`src/design/mmu_pkg.sv`:
```
// SV39 data MMU shared definitions
// address widths, TLB geometry, page fault causes and the bundles between blocks
package mmu_pkg;

    // --------------------
    // address geometry
    // --------------------
    localparam int unsigned VLEN      = 39;
    localparam int unsigned PLEN      = 56;
    localparam int unsigned PPNW      = 44;
    // one level of the three-level SV39 vpn
    localparam int unsigned VPN_W     = 9;
    localparam int unsigned PG_OFFS_W = 12;
    localparam int unsigned ASID_W    = 4;

    // --------------------
    // TLB geometry
    // --------------------
    localparam int unsigned TLB_ENTRIES = 4;
    localparam int unsigned TLB_IDX_W   = 2;

    // exception cause codes, as in the privileged spec
    localparam int unsigned CAUSE_W = 4;
    localparam logic [CAUSE_W-1:0] CAUSE_LOAD_PAGE_FAULT  = 4'd13;
    localparam logic [CAUSE_W-1:0] CAUSE_STORE_PAGE_FAULT = 4'd15;

    typedef enum logic [1:0] {
        PRIV_LVL_U = 2'd0,
        PRIV_LVL_S = 2'd1,
        PRIV_LVL_M = 2'd3
    } priv_lvl_t;

    // leaf pte fields kept in the TLB, rsw dropped
    typedef struct packed {
        logic [PPNW-1:0] ppn;
        logic            d;
        logic            a;
        logic            g;
        logic            u;
        logic            x;
        logic            w;
        logic            r;
        logic            v;
    } pte_t;

    // refill write from the external walker
    typedef struct packed {
        logic                 valid;
        logic                 is_2m;
        logic                 is_1g;
        logic [3*VPN_W-1:0]   vpn;
        logic [ASID_W-1:0]    asid;
        pte_t                 content;
    } tlb_update_t;

    typedef struct packed {
        logic            req;
        logic [VLEN-1:0] vaddr;
        logic            is_store;
    } lsu_req_t;

    // stage one result handed to stage two
    typedef struct packed {
        logic            req;
        logic            is_store;
        logic [VLEN-1:0] vaddr;
        logic            hit;
        logic            is_2m;
        logic            is_1g;
        pte_t            pte;
    } lookup_t;

    typedef struct packed {
        logic [CAUSE_W-1:0] cause;
        logic [VLEN-1:0]    tval;
        logic               valid;
    } exception_t;

    typedef struct packed {
        logic            valid;
        logic [PLEN-1:0] paddr;
        logic            miss;
        exception_t      ex;
    } lsu_resp_t;

endpackage

```
`src/design/dtlb.sv`:
```
// fully associative data TLB for SV39 with 4K/2M/1G pages and ASID tags
// combinational lookup, round-robin refill, SFENCE.VMA style flush
`timescale 1ns/1ps

module dtlb (
    input  logic                               clk_i,
    input  logic                               rst_ni,
    input  logic                               lu_access_i,
    input  logic [mmu_pkg::ASID_W-1:0]         lu_asid_i,
    input  logic [mmu_pkg::VLEN-1:0]           lu_vaddr_i,
    input  mmu_pkg::tlb_update_t               update_i,
    input  logic                               flush_i,
    input  logic [mmu_pkg::ASID_W-1:0]         flush_asid_i,
    input  logic [mmu_pkg::VLEN-1:0]           flush_vaddr_i,
    output logic                               lu_hit_o,
    output logic                               lu_is_2m_o,
    output logic                               lu_is_1g_o,
    output mmu_pkg::pte_t                      lu_content_o
);

    // tag storage, only the valid bits and the victim pointer are reset
    logic [mmu_pkg::TLB_ENTRIES-1:0]   valid_q;
    logic [mmu_pkg::TLB_ENTRIES-1:0]   is_2m_q;
    logic [mmu_pkg::TLB_ENTRIES-1:0]   is_1g_q;
    logic [3*mmu_pkg::VPN_W-1:0]       vpn_q     [mmu_pkg::TLB_ENTRIES];
    logic [mmu_pkg::ASID_W-1:0]        asid_q    [mmu_pkg::TLB_ENTRIES];
    mmu_pkg::pte_t                     content_q [mmu_pkg::TLB_ENTRIES];
    logic [mmu_pkg::TLB_IDX_W-1:0]     rr_q;

    logic [mmu_pkg::TLB_ENTRIES-1:0]   flush_clr;
    logic [mmu_pkg::TLB_IDX_W-1:0]     victim;
    logic                              all_valid;
    logic                              do_update;

    // vpn compare honouring superpages: vpn[2] always, vpn[1] unless 1G,
    // vpn[0] unless 2M or 1G
    function automatic logic page_match(input logic [3*mmu_pkg::VPN_W-1:0] tag,
                                        input logic                        is_2m,
                                        input logic                        is_1g,
                                        input logic [3*mmu_pkg::VPN_W-1:0] vpn);
        logic m2;
        logic m1;
        logic m0;
        m2 = tag[3*mmu_pkg::VPN_W-1:2*mmu_pkg::VPN_W] == vpn[3*mmu_pkg::VPN_W-1:2*mmu_pkg::VPN_W];
        m1 = tag[2*mmu_pkg::VPN_W-1:mmu_pkg::VPN_W] == vpn[2*mmu_pkg::VPN_W-1:mmu_pkg::VPN_W];
        m0 = tag[mmu_pkg::VPN_W-1:0] == vpn[mmu_pkg::VPN_W-1:0];
        return m2 && (is_1g || m1) && (is_1g || is_2m || m0);
    endfunction

    // --------------------
    // lookup
    // --------------------
    always_comb begin : lookup
        lu_hit_o     = 1'b0;
        lu_is_2m_o   = 1'b0;
        lu_is_1g_o   = 1'b0;
        lu_content_o = '0;
        // walk downwards so the lowest matching index wins
        for (int i = mmu_pkg::TLB_ENTRIES - 1; i >= 0; i--) begin
            if (valid_q[i] && (asid_q[i] == lu_asid_i || content_q[i].g) &&
                page_match(vpn_q[i], is_2m_q[i], is_1g_q[i],
                           lu_vaddr_i[mmu_pkg::VLEN-1:mmu_pkg::PG_OFFS_W])) begin
                lu_hit_o     = lu_access_i;
                lu_is_2m_o   = is_2m_q[i];
                lu_is_1g_o   = is_1g_q[i];
                lu_content_o = content_q[i];
            end
        end
    end

    // --------------------
    // flush select
    // --------------------
    always_comb begin : flush_sel
        logic asid_zero;
        logic vaddr_zero;
        logic vmatch;
        logic amatch;
        asid_zero  = flush_asid_i == '0;
        vaddr_zero = flush_vaddr_i == '0;
        for (int i = 0; i < mmu_pkg::TLB_ENTRIES; i++) begin
            vmatch = page_match(vpn_q[i], is_2m_q[i], is_1g_q[i],
                                flush_vaddr_i[mmu_pkg::VLEN-1:mmu_pkg::PG_OFFS_W]);
            amatch = asid_q[i] == flush_asid_i;
            case ({asid_zero, vaddr_zero})
                2'b11:   flush_clr[i] = 1'b1;
                2'b10:   flush_clr[i] = vmatch;
                // global pages survive an ASID scoped flush
                2'b01:   flush_clr[i] = !content_q[i].g && amatch;
                default: flush_clr[i] = !content_q[i].g && amatch && vmatch;
            endcase
        end
    end

    // refill victim: first free entry, round-robin once full
    always_comb begin : victim_sel
        all_valid = &valid_q;
        victim    = rr_q;
        for (int i = mmu_pkg::TLB_ENTRIES - 1; i >= 0; i--) begin
            if (!valid_q[i]) begin
                victim = mmu_pkg::TLB_IDX_W'(i);
            end
        end
    end

    // a flush in the same cycle drops the refill
    assign do_update = update_i.valid && !flush_i;

    always_ff @(posedge clk_i or negedge rst_ni) begin
        if (!rst_ni) begin
            valid_q <= '0;
            rr_q    <= '0;
        end else if (flush_i) begin
            valid_q <= valid_q & ~flush_clr;
        end else if (do_update) begin
            valid_q[victim] <= 1'b1;
            if (all_valid) begin
                rr_q <= rr_q + 1'b1;
            end
        end
    end

    // entry payload
    always_ff @(posedge clk_i) begin
        if (do_update) begin
            is_2m_q[victim]   <= update_i.is_2m;
            is_1g_q[victim]   <= update_i.is_1g;
            vpn_q[victim]     <= update_i.vpn;
            asid_q[victim]    <= update_i.asid;
            content_q[victim] <= update_i.content;
        end
    end

endmodule

```
`src/design/lookup_stage.sv`:
```
// MMU stage one: data TLB lookup, early hit/ppn and the lookup register
`timescale 1ns/1ps

module lookup_stage (
    input  logic                        clk_i,
    input  logic                        rst_ni,
    input  logic                        en_translation_i,
    input  logic [mmu_pkg::ASID_W-1:0]  asid_i,
    input  mmu_pkg::lsu_req_t           req_i,
    input  mmu_pkg::tlb_update_t        update_i,
    input  logic                        flush_i,
    input  logic [mmu_pkg::ASID_W-1:0]  flush_asid_i,
    input  logic [mmu_pkg::VLEN-1:0]    flush_vaddr_i,
    output logic                        dtlb_hit_o,
    output logic [mmu_pkg::PPNW-1:0]    dtlb_ppn_o,
    output logic                        dtlb_miss_o,
    output mmu_pkg::lookup_t            lookup_o
);

    localparam int unsigned MEGA_HI = mmu_pkg::PG_OFFS_W + mmu_pkg::VPN_W - 1;
    localparam int unsigned GIGA_HI = mmu_pkg::PG_OFFS_W + 2 * mmu_pkg::VPN_W - 1;

    logic               tlb_hit;
    logic               tlb_is_2m;
    logic               tlb_is_1g;
    mmu_pkg::pte_t      tlb_content;

    logic               req_q;
    logic               miss_q;
    logic               is_store_q;
    logic [mmu_pkg::VLEN-1:0] vaddr_q;
    logic               hit_q;
    logic               is_2m_q;
    logic               is_1g_q;
    mmu_pkg::pte_t      pte_q;

    // the tlb only reports a hit for a live translated request
    dtlb i_dtlb (
        .clk_i         ( clk_i                            ),
        .rst_ni        ( rst_ni                           ),
        .lu_access_i   ( req_i.req && en_translation_i    ),
        .lu_asid_i     ( asid_i                           ),
        .lu_vaddr_i    ( req_i.vaddr                      ),
        .update_i      ( update_i                         ),
        .flush_i       ( flush_i                          ),
        .flush_asid_i  ( flush_asid_i                     ),
        .flush_vaddr_i ( flush_vaddr_i                    ),
        .lu_hit_o      ( tlb_hit                          ),
        .lu_is_2m_o    ( tlb_is_2m                        ),
        .lu_is_1g_o    ( tlb_is_1g                        ),
        .lu_content_o  ( tlb_content                      )
    );

    // --------------------
    // early outputs, same cycle as the request
    // --------------------
    always_comb begin : early_out
        dtlb_hit_o = en_translation_i ? tlb_hit : 1'b1;
        if (en_translation_i) begin
            dtlb_ppn_o = tlb_content.ppn;
            // superpages take the low vpn levels from the address
            if (tlb_is_2m) begin
                dtlb_ppn_o[mmu_pkg::VPN_W-1:0] = req_i.vaddr[MEGA_HI:mmu_pkg::PG_OFFS_W];
            end
            if (tlb_is_1g) begin
                dtlb_ppn_o[2*mmu_pkg::VPN_W-1:0] = req_i.vaddr[GIGA_HI:mmu_pkg::PG_OFFS_W];
            end
        end else begin
            // bare mode, page number of the address itself
            dtlb_ppn_o = mmu_pkg::PPNW'(req_i.vaddr[mmu_pkg::VLEN-1:mmu_pkg::PG_OFFS_W]);
        end
    end

    // --------------------
    // lookup register
    // --------------------
    always_ff @(posedge clk_i or negedge rst_ni) begin
        if (!rst_ni) begin
            req_q  <= 1'b0;
            miss_q <= 1'b0;
        end else begin
            req_q  <= req_i.req;
            // perf strobe, one pulse per translated miss
            miss_q <= req_i.req && en_translation_i && !tlb_hit;
        end
    end

    always_ff @(posedge clk_i) begin
        is_store_q <= req_i.is_store;
        vaddr_q    <= req_i.vaddr;
        hit_q      <= tlb_hit;
        is_2m_q    <= tlb_is_2m;
        is_1g_q    <= tlb_is_1g;
        pte_q      <= tlb_content;
    end

    assign dtlb_miss_o = miss_q;
    assign lookup_o    = '{req: req_q, is_store: is_store_q, vaddr: vaddr_q, hit: hit_q,
                           is_2m: is_2m_q, is_1g: is_1g_q, pte: pte_q};

endmodule

```
`src/design/translate_stage.sv`:
```
// MMU stage two: physical address build, permission check and response
// purely combinational on the registered lookup
`timescale 1ns/1ps

module translate_stage (
    input  logic                  en_translation_i,
    input  mmu_pkg::priv_lvl_t    priv_lvl_i,
    input  logic                  sum_i,
    input  mmu_pkg::lookup_t      lookup_i,
    output mmu_pkg::lsu_resp_t    resp_o
);

    localparam int unsigned MEGA_HI = mmu_pkg::PG_OFFS_W + mmu_pkg::VPN_W - 1;
    localparam int unsigned GIGA_HI = mmu_pkg::PG_OFFS_W + 2 * mmu_pkg::VPN_W - 1;

    logic                     access_err;
    logic [mmu_pkg::PLEN-1:0] paddr_tr;

    // --------------------
    // privilege check
    // --------------------
    // S mode touches a user page only with SUM set,
    // U mode touches user pages only
    always_comb begin : priv_check
        access_err = 1'b0;
        if (priv_lvl_i == mmu_pkg::PRIV_LVL_S && !sum_i && lookup_i.pte.u) begin
            access_err = 1'b1;
        end
        if (priv_lvl_i == mmu_pkg::PRIV_LVL_U && !lookup_i.pte.u) begin
            access_err = 1'b1;
        end
    end

    // --------------------
    // physical address
    // --------------------
    always_comb begin : paddr_build
        // 4K page
        paddr_tr = {lookup_i.pte.ppn, lookup_i.vaddr[mmu_pkg::PG_OFFS_W-1:0]};
        // mega page keeps vpn[0] of the address
        if (lookup_i.is_2m) begin
            paddr_tr[MEGA_HI:mmu_pkg::PG_OFFS_W] =
                lookup_i.vaddr[MEGA_HI:mmu_pkg::PG_OFFS_W];
        end
        // giga page keeps vpn[1:0]
        if (lookup_i.is_1g) begin
            paddr_tr[GIGA_HI:mmu_pkg::PG_OFFS_W] =
                lookup_i.vaddr[GIGA_HI:mmu_pkg::PG_OFFS_W];
        end
    end

    // --------------------
    // response
    // --------------------
    always_comb begin : resp_build
        resp_o       = '0;
        // one response per request, hit, miss or fault
        resp_o.valid = lookup_i.req;

        if (!en_translation_i) begin
            // bare mode
            resp_o.paddr = mmu_pkg::PLEN'(lookup_i.vaddr);
        end else begin
            resp_o.paddr = paddr_tr;
            if (!lookup_i.hit) begin
                // requester refills and retries
                resp_o.miss = lookup_i.req;
            end else begin
                // a registered hit always belongs to a live request
                if (lookup_i.is_store) begin
                    // store needs W and D set, dirty tracking is left to software
                    if (!lookup_i.pte.w || !lookup_i.pte.d || access_err) begin
                        resp_o.ex = '{cause: mmu_pkg::CAUSE_STORE_PAGE_FAULT,
                                      tval:  lookup_i.vaddr,
                                      valid: 1'b1};
                    end
                end else begin
                    // no MXR, a load only checks privilege
                    if (access_err) begin
                        resp_o.ex = '{cause: mmu_pkg::CAUSE_LOAD_PAGE_FAULT,
                                      tval:  lookup_i.vaddr,
                                      valid: 1'b1};
                    end
                end
            end
        end
    end

endmodule

```
`src/design/dmmu.sv`:
```
// SV39 data MMU top, two-stage lookup and translate pipeline
`timescale 1ns/1ps

module dmmu (
    input  logic                        clk_i,
    input  logic                        rst_ni,
    input  logic                        en_translation_i,
    input  mmu_pkg::priv_lvl_t          priv_lvl_i,
    input  logic                        sum_i,
    input  logic [mmu_pkg::ASID_W-1:0]  asid_i,
    input  mmu_pkg::lsu_req_t           req_i,
    input  mmu_pkg::tlb_update_t        update_i,
    input  logic                        flush_i,
    input  logic [mmu_pkg::ASID_W-1:0]  flush_asid_i,
    input  logic [mmu_pkg::VLEN-1:0]    flush_vaddr_i,
    output logic                        dtlb_hit_o,
    output logic [mmu_pkg::PPNW-1:0]    dtlb_ppn_o,
    output mmu_pkg::lsu_resp_t          resp_o,
    output logic                        dtlb_miss_o
);

    // stage one to stage two
    mmu_pkg::lookup_t lookup;

    lookup_stage i_lookup_stage (
        .clk_i, .rst_ni, .en_translation_i, .asid_i, .req_i, .update_i,
        .flush_i, .flush_asid_i, .flush_vaddr_i,
        .dtlb_hit_o, .dtlb_ppn_o, .dtlb_miss_o,
        .lookup_o ( lookup )
    );

    translate_stage i_translate_stage (
        .en_translation_i, .priv_lvl_i, .sum_i,
        .lookup_i ( lookup ),
        .resp_o
    );

endmodule

```
`config.mk`:
```
export PLATFORM = sky130hd
export DESIGN_NAME = dmmu
export DESIGN_NICKNAME = d
export VERILOG_FILES = /design/src/design/mmu_pkg.sv /design/src/design/dtlb.sv /design/src/design/lookup_stage.sv /design/src/design/translate_stage.sv /design/src/design/dmmu.sv
export SDC_FILE = /design/constraint.sdc
export NUM_CORES = 1
export LEC_CHECK = 0
export BUFFER_PORTS_ARGS = -buffer_cell sky130_fd_sc_hd__clkbuf_2
export CAP_MARGIN = 0
export CORE_UTILIZATION = 50
export CTS_CLUSTER_DIAMETER = 120
export DETAILED_ROUTE_END_ITERATION = 6
export PLACE_DENSITY = 0.73
export SYNTH_ARGS = -nofsm -noshare
export SYNTH_HDL_FRONTEND = slang
export SYNTH_SLANG_ARGS = --single-unit
```
`constraint.sdc`:
```
create_clock -name clk_i -period 8.9 [get_ports clk_i]
set_clock_uncertainty 0.05 [all_clocks]
set_input_delay 0.445 -clock clk_i [delete_from_list [all_inputs] [get_ports clk_i]]
set_output_delay 0.445 -clock clk_i [all_outputs]
set_load 0.02 [all_outputs]
```
---- Yosys cells after proc, flatten, opt, wreduce, memory -nomap -nowiden ----
Memory sizes are Yosys's and may differ from the RTL's.
Index checks and enable logic that the tools add are counted.
operators by class
  add/subtract/negate cells ............... 1
  reductions and logical operators ........ 80
  shift-type cells ........................ 0
  divide/modulo/power cells ............... 0
  multiply operators ...................... 0
  magnitude comparators ................... 2
  muxes and demuxes ....................... 47
  eq/ne operators ......................... 36
  bitwise gates (word level) .............. 4
operator list
  cell                  number
  $mux W44              5
  $eq A9 B9 Y1          24
  $mux W52              4
  $mux W56              1
  $mux W45              1
  $logic_and A1 B1 Y1   39
  $logic_not A39 Y1     1
  $mux W18              2
  $eq A4 B4 Y1          8
  $logic_or A1 B1 Y1    26
  $mux W1               19
  $mux W9               2
  $pmux W1 S3           4
  $logic_not A1 Y1      10
  $bwmux W4             2
  $mux W2               4
  $mux W4               2
  $reduce_and A6 Y1     1
  $and A4 B4 Y4         1
  $eq A2 B1 Y1 const B  2
  $eq A2 B2 Y1 const B  2
  $logic_not A4 Y1      1
  $not A4 Y4            1
  $or A4 B4 Y4          1
  7 further kinds       7
storage, ports and cells
  register bits ........................... 106
  logic and storage cells ................. 188
  memories ................................ 3
  input bits .............................. 181
  bits in read-only memories .............. 0
  bits in latches ......................... 0
  memory bits (writable) .................. 332
  output and inout port bits .............. 148
memories
  name                             depth  bits a word  rd ports  clocked after memory_dff  write ports  line        RTL
  i_lookup_stage.i_dtlb.content_q  4      52           4         0                         1            dtlb.sv:27  mmu_pkg::pte_t content_q [mmu_pkg::TLB_ENTRIES];
  i_lookup_stage.i_dtlb.vpn_q      4      27           4         0                         1            dtlb.sv:25  logic [3*mmu_pkg::VPN_W-1:0] vpn_q [mmu_pkg::TLB_ENTRIES];
  i_lookup_stage.i_dtlb.asid_q     4      4            4         0                         1            dtlb.sv:26  logic [mmu_pkg::ASID_W-1:0] asid_q [mmu_pkg::TLB_ENTRIES];

---- Logic depth before layout (Yosys ltp) ----
  depth in word-level cells ............... 12
  mapped depth ............................ 11
  depth with buffers taken out ............ 8

---- Cells and area by module ----
A second synthesis with hierarchy kept.
second synthesis, totals
  cells, all modules ...................... 1439
  area total of the unflattened synthesis .. 19468.7 µm²
by module, submodules not included
  module           sequential area each (µm²)  area an instance (µm²)  times used  cells an instance
  dtlb             10359.9                     15962.8                 1           1160
  lookup_stage     1951.9                      2489.9                  1           156
  translate_stage  0.0                         1016.0                  1           123

---- Worst setup path before layout ----
No wires, ideal clock.
  path kind ............................... register to register
  start ................................... register i_lookup_stage.i_dtlb.valid_q[3] (netlist bit)
  end ..................................... memory i_lookup_stage.i_dtlb.asid_q[0][0] (netlist bit) (enable)
  setup slack ............................. 1521 ps
  period minus slack after synthesis ...... 7379 ps
  required time ........................... 8209 ps
  setup time .............................. 641 ps
  cell stages (with the launch flop) ...... 5
  path buffers ............................ 0
  data arrival time ....................... 6688 ps
  path through ............................ dfrtp_1 inv_1 o21ai_0 nand2_1 a211oi_1
on the way
  longest elaborated chain between the ends .. 4
ends and longest elaborated chain
  element                 line         RTL
  from (decl)             dtlb.sv:22   logic [mmu_pkg::TLB_ENTRIES-1:0] valid_q;
  from (signal assigned)  dtlb.sv:114  valid_q <= valid_q & ~flush_clr;
  $mux W2 (4 in series)   dtlb.sv:100  if (!valid_q[i]) begin
  to (decl)               dtlb.sv:26
Every way passes these cells.

==> flow_results.xml <==
<?xml version="1.0" encoding="UTF-8"?>
<metrics>
  <group name="status">
    <metric name="run_status" unit="">finished clean</metric>
  </group>
  <group name="yosys">
    <metric name="synth.yosys.warnings" unit="">0</metric>
    <metric name="synth_top_cell_by_area" unit="">sky130_fd_sc_hd__edfxtp_1</metric>
    <metric name="netlist_area" unit="µm²">18500</metric>
    <metric name="syn_area_per_cell" unit="µm²">13.1</metric>
    <metric name="synthTopCellsByCount" unit="">sky130_fd_sc_hd__edfxtp_1 (324), sky130_fd_sc_hd__xnor2_1 (166), sky130_fd_sc_hd__nand2_1 (92), sky130_fd_sc_hd__dfxtp_1 (90), sky130_fd_sc_hd__clkbuf_1 (87)</metric>
    <metric name="mappedNetlistNets" unit="">1596</metric>
    <metric name="synth.most_common_cell" unit="">sky130_fd_sc_hd__edfxtp_1</metric>
    <metric name="synth_largest_type_area_fraction" unit="%">52.7</metric>
    <metric name="seq_area_frac_synth" unit="%">63.5</metric>
    <metric name="synth-edff-count" unit="">324</metric>
    <metric name="netlist_instances" unit="">1415</metric>
    <metric name="synth_async_sr_flop_share" unit="%">1.90</metric>
    <metric name="synthTopCellsByArea" unit="">sky130_fd_sc_hd__edfxtp_1 (53%), sky130_fd_sc_hd__dfxtp_1 (9.8%), sky130_fd_sc_hd__xnor2_1 (7.9%), sky130_fd_sc_hd__xor2_1 (4.0%), sky130_fd_sc_hd__and2_1 (2.6%)</metric>
    <metric name="synthDistinctLibCells" unit="">63</metric>
    <metric name="ys_seq_elements" unit="">422</metric>
    <metric name="ys.flop_type" unit="">sky130_fd_sc_hd__edfxtp_1</metric>
  </group>
  <group name="clock_tree">
    <metric name="postCtsSetupBuffers" unit="">0</metric>
    <metric name="cts_buffers" unit="">45</metric>
    <metric name="cts.path.max_buffers" unit="">3</metric>
    <metric name="cts-hold-fix-buffers" unit="">15</metric>
    <metric name="tritoncts" unit="">done</metric>
    <metric name="path_clk_slew" unit="ps">60</metric>
    <metric name="clk_root_buffer_cell" unit="">sky130_fd_sc_hd__clkbuf_16</metric>
    <metric name="clock_sinks" unit="">422</metric>
    <metric name="postCtsResizedCells" unit="">0</metric>
    <metric name="clock_latency" unit="ps">580</metric>
    <metric name="h-tree-depth" unit="">2</metric>
  </group>
  <group name="worst_setup_path">
    <metric name="start_kind" unit="">register</metric>
    <metric name="timing.critical_path.cells" unit="">xnor2_1 &gt; nand3_1 &gt; nor4_1 &gt; o21a_1 &gt; o21a_4 &gt; a21oi_2 &gt; buf_4 &gt; a22oi_1 &gt; mux2_1 &gt; clkbuf_2</metric>
    <metric name="worstSetupPathType" unit="">reg2out</metric>
    <metric name="timing.critical_path.arrival" unit="ps">4310</metric>
    <metric name="timing.critical_path.slowest_cell_delay" unit="ps">740</metric>
    <metric name="critical-path-slowest-cell" unit="">sky130_fd_sc_hd__o21a_4</metric>
    <metric name="crit_fanout" unit="">71</metric>
    <metric name="critPathRequiredTime" unit="ps">8410</metric>
    <metric name="timing.critical_path.to_type" unit="">output port</metric>
  </group>
  <group name="power">
    <metric name="power-per-cell-area" unit="nW/µm²">230</metric>
    <metric name="total_switching_power" unit="W">0.00126</metric>
    <metric name="pwr-share-comb" unit="%">11.7</metric>
    <metric name="sequentialPowerShare" unit="%">49.1</metric>
    <metric name="power_frac_clock" unit="%">39.2</metric>
    <metric name="vdd.ir_drop.worst" unit="mV">0.226</metric>
    <metric name="internal_power" unit="W">0.00382</metric>
    <metric name="p_leak" unit="nW">8.56</metric>
    <metric name="p_total" unit="W">0.00508</metric>
    <metric name="power.switching_fraction" unit="%">24.9</metric>
  </group>
  <group name="sta">
    <metric name="timing.final.crit_share" unit="%">54.0</metric>
    <metric name="max_clock_freq" unit="MHz">208</metric>
    <metric name="setup_viol_count_final" unit="">0</metric>
    <metric name="rsz0062_at_grt" unit="">no</metric>
    <metric name="post-route-min-period" unit="ps">4810</metric>
    <metric name="relSlewSlack" unit="%">27.0</metric>
    <metric name="setup_total_negative_slack" unit="ps">0</metric>
    <metric name="final-hold-violation-count" unit="">0</metric>
    <metric name="final_ws_setup" unit="ps">4090</metric>
    <metric name="max_slew.worst_pin.slew" unit="ps">1100</metric>
    <metric name="timing_max_transition_violations_final" unit="">0</metric>
  </group>
  <group name="die">
    <metric name="die_w" unit="µm">194</metric>
    <metric name="floorplan.die_area" unit="µm²">37700</metric>
    <metric name="die_h" unit="µm">194</metric>
    <metric name="floorplan.core_area" unit="µm²">36500</metric>
    <metric name="ioPinCount" unit="">329</metric>
    <metric name="placementRows" unit="">70</metric>
    <metric name="initial_core_util" unit="%">50.6</metric>
  </group>
  <group name="drt">
    <metric name="drt_pre_antenna_iters" unit="">5</metric>
    <metric name="final_antenna_net_count" unit="">0</metric>
    <metric name="post_drt_via_cell_ratio" unit="">5.51</metric>
    <metric name="drt-total-wl" unit="µm">48800</metric>
    <metric name="wl_per_cell" unit="µm">22.2</metric>
    <metric name="drt_drc_violations_left" unit="">0</metric>
    <metric name="drt-initial-drc-count" unit="">814</metric>
    <metric name="num_vias" unit="">12100</metric>
  </group>
  <group name="grt">
    <metric name="global_route.overflow_total" unit="">0</metric>
    <metric name="grt_antenna_before_repair" unit="">9</metric>
    <metric name="global_route_wire_length_before_repair" unit="µm">72900</metric>
    <metric name="grt_start_max_net_pins" unit="">72</metric>
    <metric name="grtUsageTotal" unit="%">25.9</metric>
    <metric name="via_count_of_the_first_global_routing_pass" unit="">11900</metric>
  </group>
  <group name="placed_design">
    <metric name="numPortBuffers" unit="">324</metric>
    <metric name="place.gp.congestion" unit="">0.920</metric>
    <metric name="post-dp-hpwl" unit="µm">33900</metric>
    <metric name="pre_cts_slack" unit="ps">4460</metric>
  </group>
  <group name="run">
    <metric name="maxCapViolCount" unit="">0</metric>
  </group>
  <group name="finish">
    <metric name="final_net_count" unit="">1871</metric>
    <metric name="areaGrowthSynthToFinish" unit="%">19.7</metric>
    <metric name="drive_gt1_share" unit="%">28.5</metric>
    <metric name="fillers" unit="">2866</metric>
  </group>
  <group name="min_path">
    <metric name="min_path_type" unit="">in2reg</metric>
  </group>
</metrics>
registers in the layout (all words and copies together) (netlist names):
register and count:
i_lookup_stage.i_dtlb.is_1g_q 4, i_lookup_stage.is_2m_q 1, i_lookup_stage.i_dtlb.is_2m_q 4, i_lookup_stage.lookup_o 47
i_lookup_stage.dtlb_miss_o 1, i_lookup_stage.i_dtlb.valid_q 4, i_lookup_stage.is_1g_q 1, i_lookup_stage.i_dtlb.asid_q 16
i_lookup_stage.req_q 1, i_lookup_stage.i_dtlb.content_q 192, i_lookup_stage.i_dtlb.rr_q 2, i_lookup_stage.vaddr_q 39
i_lookup_stage.is_store_q 1, i_lookup_stage.hit_q 1, i_lookup_stage.i_dtlb.vpn_q 108
metal layers:
metal | up-vias | share of wire, % | global-route usage, % | routed length (µm)
met4 | 8 | 2.6 | 9.08 | 1250
met3 | 72 | 7.8 | 5.20 | 3810
li1 | 5631 | - | - | -
met2 | 481 | 48 | 42.4 | 23400
met5 | - | 0.14 | 0 | 66
met1 | 5916 | 42 | 34.5 | 20300
final timing paths:
kind	from	endpoint	slack, ps	cells past startpoint
max	i_lookup_stage.i_dtlb.vpn_q[0][1]	dtlb_ppn_o[8]	4090	10
min	update_i[49]	i_lookup_stage.i_dtlb.content_q[2][49]	30	1
max reg2reg	i_lookup_stage.i_dtlb.vpn_q[0][1]	i_lookup_stage.lookup_o[16]	5340	8
min reg2reg	i_lookup_stage.i_dtlb.content_q[0][4]	i_lookup_stage.lookup_o[4]	400	2
max in group asynchronous	rst_ni	i_lookup_stage.dtlb_miss_o	8290	2
min in group asynchronous	rst_ni	i_lookup_stage.i_dtlb.valid_q[3]	250	2
per-stage QoR:
stage | area (µm²) | hold slack [ps] | instances | util (%)
after CTS | 22100 | 7.45 | 2194 | 60.5
after floorplan | 18500 | 99.4 | 1415 | -
after global placement | 20400 | 298 | 2096 | 55.7
after detailed placement | 20400 | 300 | 2096 | 55.7
final | 22100 | 29.9 | 2196 | 60.5
after global routing | 22100 | 18.4 | 2195 | 60.5
power groups by stage:
stage	Combinational [W]	Clock, W	Sequential [W]
2_1_floorplan	0.000366	0	0.00255
3_3_place_gp	0.000585	0	0.00252
3_5_place_dp	0.000590	0	0.00253
4_1_cts	0.000599	0.00203	0.00249
5_1_grt	0.000640	0.00210	0.00251
6_report	0.000596	0.00199	0.00249
critical path: cells and delay by family (launching register included):
family	cells	cell delay (ps)
AOI/OAI and AO/OA	4	1600
muxes	1	210
buffers and inverters	2	440
and+or+nand+nor	2	790
DFF	1	440
xor gates and xnor gates	1	170
cells in the final DEF (no fill, tap or decap), types with 31 or more instances in the layout:
master,Yosys,final
sky130_fd_sc_hd__edfxtp_1,324,324
sky130_fd_sc_hd__clkbuf_2,1,324
sky130_fd_sc_hd__xnor2_1,166,166
sky130_fd_sc_hd__nand2_1,92,91
sky130_fd_sc_hd__dfxtp_1,90,90
sky130_fd_sc_hd__xor2_1,84,84
sky130_fd_sc_hd__and2_1,76,76
sky130_fd_sc_hd__nand4_1,47,47
sky130_fd_sc_hd__clkbuf_16,0,45
sky130_fd_sc_hd__o21ai_0,42,42
sky130_fd_sc_hd__mux2_2,36,36
sky130_fd_sc_hd__nor4_1,35,33
sky130_fd_sc_hd__nand3_1,31,31
cell families (layout without fill, tap and decap cells):
family	count (synthesis)	after routing	share of synthesized area (%)
AOI/OAI and AO/OA	187	187	7.38
xor gates and xnor gates	250	250	11.9
buffers and inverters	154	465	3.66
DFF	422	422	63.5
muxes	65	65	3.83
other	0	2	0
and+or+nand+nor	337	337	9.77
cell type report:
cell class / instances / area, µm² / share of cell area (%)
antenna: 2 / 5.00 / 0.0226
inverter: 22 / 82.6 / 0.373
multi-input combinational: 839 / 6170 / 27.9
sequential: 422 / 11700 / 53.1
clock buffer: 65 / 1300 / 5.88
tap: 468 / 586 / 2.65
clock inverter: 18 / 303 / 1.37
timing repair buffer: 360 / 1930 / 8.73
No activity file was read; power rests on OpenSTA's default activity.
